===== src/hw/luma_cost_pkg.sv =====
/*
 * Shared widths and types for the luma residual cost subsystem.
 * Every RTL module and the testbench refer to these definitions, so the
 * coefficient, energy and cost widths are set in this one place.
 * The energy and cost widths are sized so that a full block of
 * maximum-magnitude coefficients cannot overflow.
 */

package luma_cost_pkg;

    // ------------------------------
    // Sizes
    // ------------------------------
    localparam int COEF_W   = 16;
    localparam int ROW_LEN  = 16;
    localparam int MAX_ROWS = 16;

    // A square of a 16-bit signed value is at most 2^30
    localparam int SQ_W     = 2 * COEF_W - 1;
    // Seventeen squares per row need five extra bits
    localparam int ENERGY_W = SQ_W + 5;
    localparam int COST_W   = ENERGY_W + $clog2(MAX_ROWS);
    localparam int CAND_W   = 4;
    localparam int ROW_IDX_W = $clog2(MAX_ROWS);

    // ------------------------------
    // Types
    // ------------------------------
    typedef logic signed [COEF_W-1:0]    coef_t;

    // Coefficient 0 sits in the low 16 bits
    typedef coef_t [ROW_LEN-1:0]         ac_row_t;

    typedef logic [SQ_W-1:0]             sq_t;
    typedef logic [ENERGY_W-1:0]         row_energy_t;
    typedef logic [COST_W-1:0]           cost_t;
    typedef logic [CAND_W-1:0]           cand_t;
    typedef logic [ROW_IDX_W-1:0]        row_idx_t;

endpackage


===== src/hw/best_cost_select.sv =====
/*
 * Keeps the lowest block cost seen for the current block and the
 * candidate that produced it. A result is taken on done when no best
 * is held yet or when it is strictly lower, so a tie keeps the earlier
 * candidate. new_block drops the held best; a done in the same cycle
 * becomes the first best of the new block.
 */

`timescale 1ns/10ps

module best_cost_select (
    input  logic                 clk,
    input  logic                 rst_n,
    input  logic                 new_block,
    input  logic                 done,
    input  luma_cost_pkg::cost_t cost,
    input  luma_cost_pkg::cand_t cost_cand,
    output luma_cost_pkg::cost_t best_cost,
    output luma_cost_pkg::cand_t best_id,
    output logic                 best_valid
);

    logic take;

    // Strict compare keeps the earlier id on a tie
    assign take = done && (new_block || !best_valid || (cost < best_cost));

    // ------------------------------
    // Best holder
    // ------------------------------
    always_ff @(posedge clk or negedge rst_n) begin
        if (!rst_n) begin
            best_cost  <= '0;
            best_id    <= '0;
            best_valid <= 1'b0;
        end else if (take) begin
            best_cost  <= cost;
            best_id    <= cost_cand;
            best_valid <= 1'b1;
        end else if (new_block) begin
            best_valid <= 1'b0;
        end
    end

endmodule


===== config.mk =====
export PLATFORM = sky130hd
export DESIGN_NAME = best_cost_select
export DESIGN_NICKNAME = d
export VERILOG_FILES = /design/src/hw/luma_cost_pkg.sv /design/src/hw/best_cost_select.sv
export SDC_FILE = /design/constraint.sdc
export NUM_CORES = 1
export LEC_CHECK = 0
export BUFFER_PORTS_ARGS = -buffer_cell sky130_fd_sc_hd__buf_2
export CORE_ASPECT_RATIO = 0.75
export CORE_UTILIZATION = 30
export DETAILED_ROUTE_END_ITERATION = 6
export GPL_TIMING_DRIVEN = 0
export SYNTH_ARGS = -nofsm -noshare
export SYNTH_HDL_FRONTEND = slang
export SYNTH_SLANG_ARGS = --single-unit

===== constraint.sdc =====
create_clock -name clk -period 4.6 [get_ports clk]
set_input_delay 0.46 -clock clk [delete_from_list [all_inputs] [get_ports clk]]
set_output_delay 0.46 -clock clk [all_outputs]
set_load 0.005 [all_outputs]

==> out/metrics.yaml <==
drt-pass1-iter-count: 4
netlist.top_cell.by_area: "sky130_fd_sc_hd__dfrtp_1"
timing.final.max_slew_violations: 0
routed-via-count: 1977
slew_headroom_pct: 29.4
net-switching-power_mw: 0.384
p_sw_share_pct: 29.7
synth_ff_type: "sky130_fd_sc_hd__dfrtp_1"
utilization_pct: 39.5
path_depth: 8
netlist_instances: 232
cts.htree.levels: 2
setup_violations: 0
dp_hpwl_um: 4440
postSynth.asyncResetShare_pct: 100
post_synthesis_sequential_area_ratio_pct: 40.0
via_per_inst: 4.30
synthesized_netlist_net_count: 319
critPathLaunch: "best_cost[39]"
post_synth_main_area_contributors: "sky130_fd_sc_hd__dfrtp_1, sky130_fd_sc_hd__mux2_4, sky130_fd_sc_hd__ha_1"
post_cts_buffers: 0
synthMostInstantiatedCell: "sky130_fd_sc_hd__dfrtp_1"
power.total_mw: 1.30
cts_tree: "yes"
worstSetupEndpoint: "best_cost[23]"
fp-row-count: 30
core_area_um2: 9080
rsz0062_at_grt: "no"
max_cap_viol_count: 0
place.port_buffers: 92
postCtsResizedCells: 0
number_of_synthesized_flops_with_an_enable_pin: 0
grt_first_pass_wirelength_um: 9320
timing.final.ws_setup_ns: 1.66
grt_max_degree: 46
path_clk_slew_ns: 0.07
power_report.internal_total_mw: 0.911
yosys_warnings: 0
clock-root-buffer: "sky130_fd_sc_hd__clkbuf_16"
slowest_delay_ns: 0.55
crit_type: "reg2reg"
timing_worst_slew_pin_value_ns: 1.06
post_synth.cell_area_avg_um2: 12.1
die_area_um2: 9780
final-hold-violation-count: 0
cts.sink_count: 45
rr_endpoint: "best_cost[23]"
routed_wire_length_per_instance_um: 12.4
drtAntennaViolNets: 0
cp_buf_inv_count: 2
clock_insertion_delay_worst_skew_ns: 0.29
ir_worst_vdd_mv: 0.162
gp_congestion: 0.702
synth.cell_area_um2: 2820
worstSetupStartpointType: "flop"
power_density_nw_per_um2: 361
max_freq_ghz: 0.340
yosys_reg_bits: 45
dpl-instance-area_um2: 3440
critPathMaxFanout: 10
layout_min_cycle_time_ns: 2.94
run_status: "completed"
preCtsSetupSlack_ns: 1.43
finalNetCount: 418
detail_route.drc_violations: 0
number_of_global_route_vias_before_repair: 1917
seq_power_share_pct: 39.4
clock_power_share_pct: 28.7
timing.critical_path.to_type: "flop"
floorplan.die.width_um: 114
num_antenna_cells: 0
initial_utilization_pct: 31.0
io_pins: 93
worstHoldPathType: "in2async"
critical-path-slowest-cell: "sky130_fd_sc_hd__nor4_1"
synth_commonest_cells: "sky130_fd_sc_hd__dfrtp_1, sky130_fd_sc_hd__mux2_4, sky130_fd_sc_hd__ha_1, sky130_fd_sc_hd__inv_1, sky130_fd_sc_hd__a21oi_1"
worst-endpoint-required_ns: 4.77
yosys.cell_types.count: 27
static-leakage-power_nw: 1.96
wirelength_um: 5710
fin_worst_skew_ns: 0.0101
grtUsageTotal_pct: 12.5
detailedRoute.firstIterationViolations: 49
numCtsBuffers: 5
antenna_found_initial: 0
worst_path_dominant_cell_family: "compound AO/OA/AOI/OAI gates"
worst-r2r-setup-slack_ns: 1.66
cp_cell_instances: "inv_1, ha_1, nand4_1, nor4_1, a211oi_1, o221ai_2, buf_6, mux2_4"
period_share_pct: 63.9
area_growth_syn_to_layout_pct: 27.5
drive_gt1_share_pct: 45.2
cts_buffer_depth: 2
synth_largest_type_area_fraction_pct: 40.0
post-route-cell-area_um2: 3590
r2r-start: "best_cost[39]"
holdBufCountCts: 0
die_height_um: 85.9
reg2regPathDepth: 8
power.share.combinational_pct: 31.9
worst_ep_arrival_time_ns: 3.11
global_route.overflow_total: 0
setup-tns-final_ns: 0
worst min-delay path by stage:
stage,endpoint,slack (ns),cells past startpoint
floorplan,best_cost[0],0.16,0
global placement,best_id[1],0.49,1
detailed placement,best_id[1],0.49,1
CTS,best_cost[29],0.40,1
global route,best_id[2],0.40,2
finish,best_cost[30],0.36,1
area by class of cell:
cell class / instances / area (µm²)
plain buffers: 4 / 45.0
clock buffers: 6 / 139
clock inverters: 2 / 13.8
fillers: 914 / 5490
inverters: 39 / 146
multi-input cells: 144 / 1500
flip-flops and latches: 45 / 1130
well taps: 128 / 160
repair buffers: 92 / 460
metal layers:
metal  share of wire [%]  vias up  track usage (%)  wire length (µm)
li1                    -     1011                -                 -
met4                 1.0        0             3.90                57
met5                   0        -                0                 0
met3                 5.3        5             3.46               303
met2                  41       55             18.9              2330
met1                  53      906             17.3              3020
through the flow:
stage / instances / hold WS [ns]
after floorplan: 232 / 0.164
after global placement: 452 / 0.485
after detailed placement: 452 / 0.490
after CTS: 460 / 0.395
after global routing: 460 / 0.400
final: 460 / 0.360
sequential cells by signal, summed over array words and instances (netlist names):
register / count
best_id: 4
best_cost: 40
best_valid: 1
placed cells by master (no fill, tap or decap), types with 2 or more instances in the layout:
| master | n |
|---|---|
| sky130_fd_sc_hd__nand4_1 | 7 |
| sky130_fd_sc_hd__buf_6 | 4 |
| sky130_fd_sc_hd__ha_1 | 39 |
| sky130_fd_sc_hd__nor3_1 | 2 |
| sky130_fd_sc_hd__nand2b_1 | 3 |
| sky130_fd_sc_hd__inv_1 | 39 |
| sky130_fd_sc_hd__buf_2 | 92 |
| sky130_fd_sc_hd__o21ai_0 | 4 |
| sky130_fd_sc_hd__a211o_1 | 2 |
| sky130_fd_sc_hd__a21o_1 | 2 |
| sky130_fd_sc_hd__nand2_1 | 7 |
| sky130_fd_sc_hd__o21a_1 | 2 |
| sky130_fd_sc_hd__a21oi_1 | 15 |
| sky130_fd_sc_hd__nor2_1 | 3 |
| sky130_fd_sc_hd__mux2_4 | 40 |
| sky130_fd_sc_hd__nand3_1 | 4 |
| sky130_fd_sc_hd__mux2_2 | 4 |
| sky130_fd_sc_hd__clkbuf_16 | 5 |
| sky130_fd_sc_hd__dfrtp_1 | 45 |
worst reg2reg max path: stages, from the launching register on:
cell                       delay, ns
sky130_fd_sc_hd__dfrtp_1        0.37
sky130_fd_sc_hd__inv_1          0.05
sky130_fd_sc_hd__ha_1           0.30
sky130_fd_sc_hd__nand4_1        0.19
sky130_fd_sc_hd__nor4_1         0.55
sky130_fd_sc_hd__a211oi_1       0.21
sky130_fd_sc_hd__o221ai_2       0.55
sky130_fd_sc_hd__buf_6          0.28
sky130_fd_sc_hd__mux2_4         0.32
kinds of logic (layout without fill, tap and decap cells):
logic type,after synthesis,after routing,synth area share [%]
AOI/OAI and AO/OA,33,33,7.82
adders and majority gates,39,39,17.3
buffers and inverters,43,143,6.80
DFF,45,45,40.0
muxes,44,44,22.9
and+or+nand+nor,28,28,5.15
power by group through the flow:
| stage | clock network (mW) | registers, mW | logic, mW |
|---|---|---|---|
| floorplan | 0 | 0.518 | 0.264 |
| global placement | 0 | 0.514 | 0.415 |
| detailed placement | 0 | 0.517 | 0.421 |
| CTS | 0.391 | 0.511 | 0.423 |
| global route | 0.407 | 0.521 | 0.470 |
| finish | 0.371 | 0.511 | 0.414 |
No activity file was read; power rests on OpenSTA's default activity.
