**src/hw/luma_cost_pkg.sv**
```systemverilog
/*
 * Shared widths and types for the luma residual cost subsystem.
 * Every RTL module and the testbench refer to these definitions, so the
 * coefficient, energy and cost widths are set in this one place.
 * The energy and cost widths are sized so that a full block of
 * maximum-magnitude coefficients cannot overflow.
 */

package luma_cost_pkg;

    // ------------------------------
    // Sizes
    // ------------------------------
    localparam int COEF_W   = 16;
    localparam int ROW_LEN  = 16;
    localparam int MAX_ROWS = 16;

    // A square of a 16-bit signed value is at most 2^30
    localparam int SQ_W     = 2 * COEF_W - 1;
    // Seventeen squares per row need five extra bits
    localparam int ENERGY_W = SQ_W + 5;
    localparam int COST_W   = ENERGY_W + $clog2(MAX_ROWS);
    localparam int CAND_W   = 4;
    localparam int ROW_IDX_W = $clog2(MAX_ROWS);

    // ------------------------------
    // Types
    // ------------------------------
    typedef logic signed [COEF_W-1:0]    coef_t;

    // Coefficient 0 sits in the low 16 bits
    typedef coef_t [ROW_LEN-1:0]         ac_row_t;

    typedef logic [SQ_W-1:0]             sq_t;
    typedef logic [ENERGY_W-1:0]         row_energy_t;
    typedef logic [COST_W-1:0]           cost_t;
    typedef logic [CAND_W-1:0]           cand_t;
    typedef logic [ROW_IDX_W-1:0]        row_idx_t;

endpackage

```
**src/hw/block_cost_accum.sv**
```systemverilog
/*
 * Block cost sequencer.
 * An accepted start latches the candidate, clears the cost and walks
 * rd_row from 0 to ROWS-1, one row per cycle. Each valid row energy
 * coming back from the energy stage is added into the cost. When the
 * last energy has been added, done pulses for one cycle and the cost
 * stays valid until the next accepted start. A start while busy is
 * ignored.
 */

`timescale 1ns/10ps

module block_cost_accum #(
    parameter int ROWS = 16
) (
    input  logic                       clk,
    input  logic                       rst_n,
    input  logic                       start,
    input  luma_cost_pkg::cand_t       start_cand,
    output logic                       busy,
    output luma_cost_pkg::row_idx_t    rd_row,
    output logic                       rd_vld,
    input  luma_cost_pkg::row_energy_t energy,
    input  logic                       energy_vld,
    output luma_cost_pkg::cost_t       cost,
    output luma_cost_pkg::cand_t       cost_cand,
    output logic                       done
);

    import luma_cost_pkg::*;

    localparam row_idx_t LAST_ROW = row_idx_t'(ROWS - 1);

    logic accept;
    logic last_energy;

    assign accept = start && !busy;
    // Reads are over and the final energy is at the adder
    assign last_energy = busy && !rd_vld && energy_vld;

    // ------------------------------
    // Row walk
    // ------------------------------
    always_ff @(posedge clk or negedge rst_n) begin
        if (!rst_n) begin
            busy   <= 1'b0;
            rd_row <= '0;
            rd_vld <= 1'b0;
        end else if (accept) begin
            busy   <= 1'b1;
            rd_row <= '0;
            rd_vld <= 1'b1;
        end else begin
            if (rd_vld) begin
                if (rd_row == LAST_ROW) begin
                    rd_vld <= 1'b0;
                end else begin
                    rd_row <= rd_row + 1'b1;
                end
            end
            if (last_energy) begin
                busy <= 1'b0;
            end
        end
    end

    // ------------------------------
    // Accumulate and finish
    // ------------------------------
    always_ff @(posedge clk or negedge rst_n) begin
        if (!rst_n) begin
            cost      <= '0;
            cost_cand <= '0;
            done      <= 1'b0;
        end else begin
            done <= last_energy;
            if (accept) begin
                cost      <= '0;
                cost_cand <= start_cand;
            end else if (busy && energy_vld) begin
                cost <= cost + cost_t'(energy);
            end
        end
    end

endmodule

```
**config.mk**
```make
export PLATFORM = sky130hd
export DESIGN_NAME = block_cost_accum
export DESIGN_NICKNAME = d
export VERILOG_FILES = /design/src/hw/luma_cost_pkg.sv /design/src/hw/block_cost_accum.sv
export SDC_FILE = /design/constraint.sdc
export NUM_CORES = 1
export LEC_CHECK = 0
export BUFFER_PORTS_ARGS = -buffer_cell sky130_fd_sc_hd__buf_2
export CAP_MARGIN = 10
export CORE_MARGIN = 4
export CORE_UTILIZATION = 59
export DETAILED_ROUTE_END_ITERATION = 10
export GPL_ROUTABILITY_DRIVEN = 0
export GPL_TIMING_DRIVEN = 0
export PLACE_DENSITY = 0.95
export SLEW_MARGIN = 5
export SYNTH_ARGS = -nofsm -noshare
export SYNTH_HDL_FRONTEND = slang
export SYNTH_SLANG_ARGS = --single-unit
export TNS_END_PERCENT = 1
```
**constraint.sdc**
```tcl
create_clock -name clk -period 3.9 [get_ports clk]
set_input_delay 0.195 -clock clk [delete_from_list [all_inputs] [get_ports clk]]
set_output_delay 0.195 -clock clk [all_outputs]
set_load 0.005 [all_outputs]
```
==> flow_metrics.py <==
metrics = {
    "outcome": {
        "status": "finished clean",
    },
    "detailed_routing": {
        "firstDrtPassIters": 6,
        "ant_nets": 0,
        "vias": 3979,
        "drt_wl_total_um": 10600,
        "drc": 0,
        "wl_per_cell_um": 16.6,
        "vias_per_cell": 6.25,
        "drt-initial-drc-count": 295,
    },
    "setup_path": {
        "cp_num_buf_inv": 0,
        "cp_common_cell": "o21ai_1",
        "end_kind": "register",
        "crit_fanout": 4,
        "cp_cell_sequence": "ha_1 -> fa_1 -> a21o_1 -> a221o_1 -> a21oi_1 -> a31oi_1 -> a41oi_1 -> o21ai_1 -> xnor2_1 -> o21ai_1",
        "critical-path-top-delay-family": "compound AO/OA/AOI/OAI gates",
        "path_depth": 10,
        "cp-start-kind": "register",
        "critical_path.slowest_cell": "a41oi_1",
        "slowest_delay_ps": 470,
        "worstSetupPathType": "reg -> reg",
        "cp.required_ps": 4100,
        "arrival_ps": 3340,
        "reg2reg_depth": 10,
    },
    "global_routing": {
        "grt_pass1_vias": 3869,
        "overflow": 0,
        "antenna_found_initial": 0,
        "track_usage_pct": 28.0,
        "grt_max_degree": 52,
        "grt_pass1_wl_um": 17400,
    },
    "sta": {
        "max_freq_mhz": 319,
        "hold_ws_ps": 46.4,
        "relSlewSlack_pct": 47.3,
        "worstMarginPinSlew_ps": 788,
        "fin_crit_ps": 3140,
        "slew_viol_final": 0,
        "tns_ps": 0,
        "grt_setup_unrepaired": "no",
        "setup_viol": 0,
        "period_share_pct": 80.5,
        "hold_viol_final": 0,
        "skew_ps": 10.9,
    },
    "finish": {
        "drive_gt1_share_pct": 19.6,
        "nets": 641,
        "mostFrequentLayoutCells": "95 x buf_2, 89 x nand2_1, 51 x dfrtp_1",
        "insertedDiodeCount": 0,
        "synthToLayoutAreaGrowth_pct": 17.6,
        "final_common_cell": "buf_2",
        "final_area_mm2": 0.00451,
        "fin_util_pct": 71.1,
    },
    "power_and_ir_drop": {
        "power_uw": 3860,
        "peakVddDrop_mv": 0.430,
        "total_leakage_power_uw": 0.00230,
        "power_density_mw_per_mm2": 855,
    },
    "floorplanning": {
        "coreArea_mm2": 0.00635,
        "floorplan.initialDensity_pct": 60.4,
        "ios": 95,
        "dieArea_mm2": 0.00786,
        "die_x_um": 88.7,
        "rows": 29,
        "die_h_um": 88.7,
    },
    "synth": {
        "yosysWarnings": 0,
        "synth_cells": 457,
        "synth.distinct_cells": 51,
        "yosysSeqAreaShare_pct": 33.3,
        "synth_area_per_cell_um2": 8.40,
        "synth.cell_area_mm2": 0.00384,
        "synth-seq-cells": 51,
        "async_flop_share_pct": 100,
        "synth_ff_type": "dfrtp_1",
        "synth-edff-count": 0,
        "synth_fp_nets": 539,
    },
    "hold_path": {
        "hold_path_class": "in -> reg",
        "hold_path_depth": 3,
    },
    "clock_network": {
        "clk-insertion-delay-late_ps": 330,
        "clock_path_buffers": 2,
        "numCtsBuffers": 5,
        "clkSinkCount": 51,
        "htreeDepth": 2,
        "cts_root_buffer": "clkbuf_8",
        "clk_pin_slew_ps": 120,
        "cts_tree": "built",
    },
    "place": {
        "dp.final_hpwl_um": 8010,
        "io_buffer_count": 94,
        "post_dp_cell_area_mm2": 0.00440,
    },
    "run": {
        "cap_violations": 0,
    },
}
-- worst register-to-register path: stages (launching register included) --
cell and delay (ps):
dfrtp_1 410, ha_1 210, fa_1 410, a21o_1 200, a221o_1 370, a21oi_1 300
a31oi_1 220, a41oi_1 470, o21ai_1 150, xnor2_1 170, o21ai_1 80
-- repair_timing --
action	in CTS	in global routing
gates resized for setup	0	0
buffers inserted	0	0
endpoints found under the hold margin	0	51
hold buffers	0	1
-- cell usage after synthesis (all sizes together), types with 3 or more instances --
library cell	count	share of area, %
xor2	16	3.7
a31oi	5	0.82
xnor2	15	3.4
nand2	89	8.7
o211ai	3	0.72
clkbuf	15	1.5
nor3	6	0.78
o21a	4	0.78
mux2i	4	1.0
and2	3	0.49
o21bai	3	0.59
nor2b	7	1.1
o31ai	3	0.59
a221o	3	0.78
o21ai	49	6.4
dfrtp	51	33
nand2b	3	0.49
a22o	3	0.68
nand3	12	1.6
nor2	20	2.0
a21oi	39	5.2
or3	3	0.49
buf	3	0.55
a21o	21	4.1
inv	5	0.49
a211oi	3	0.91
ha	37	12
and3	5	0.82
nand4	7	1.1
-- layout make-up --
type / instances / area (µm²)
multi-input combinational: 383 / 2460
fill: 478 / 1840
sequential: 51 / 1280
timing repair buffer: 95 / 483
tap: 77 / 96.3
buffer: 18 / 77.6
clock buffer: 5 / 68.8
clock inverter: 3 / 27.5
inverter: 5 / 18.8
-- logic make-up (layout without fill, tap and decap cells) --
group                      after synthesis  in the layout  share of synthesized area (%)
xor gates and xnor gates                31             31                           7.08
muxes                                    4              4                           1.04
DFF                                     51             51                           33.3
buffers and inverters                   23            126                           2.51
AOI/OAI and AO/OA                      149            149                           24.6
adders and majority gates               38             38                           12.6
and+or+nand+nor                        161            161                           18.9
-- per-layer routing --
layer	GRT usage, %	wire (µm)	vias up	share of wire (%)
met1	35.4	4290	1863	40
met5	0	0	-	0
met3	6.24	795	50	7.5
met4	13.7	419	0	4.0
met2	45.1	5100	203	48
li1	-	-	1863	-
-- stage by stage --
stage               setup WS (ps)  instances
floorplan                    1300        457
global placement              945        628
detailed placement            928        628
CTS                           842        636
global route                  680        637
finish                        761        637
-- registers in the layout, summed over array words and instances (netlist names) --
register	count
busy	1
done	1
cost_cand	4
rd_row	4
cost	40
rd_vld	1
-- worst paths after layout --
kind                          startpoint            to  slack, ps
max in group asynchronous          rst_n      cost[10]       3000
min                        start_cand[1]  cost_cand[1]         50
min reg2reg                 cost_cand[1]  cost_cand[1]        490
min in group asynchronous          rst_n      cost[39]        440
max reg2reg                      cost[0]      cost[26]        760
max                              cost[0]      cost[26]        760
-- power by group --
| part | switching, µW | internal, µW |
|---|---|---|
| Clock | 214 | 134 |
| Combinational | 1450 | 1060 |
| Sequential | 213 | 787 |
(Power assumes the default switching activity.)
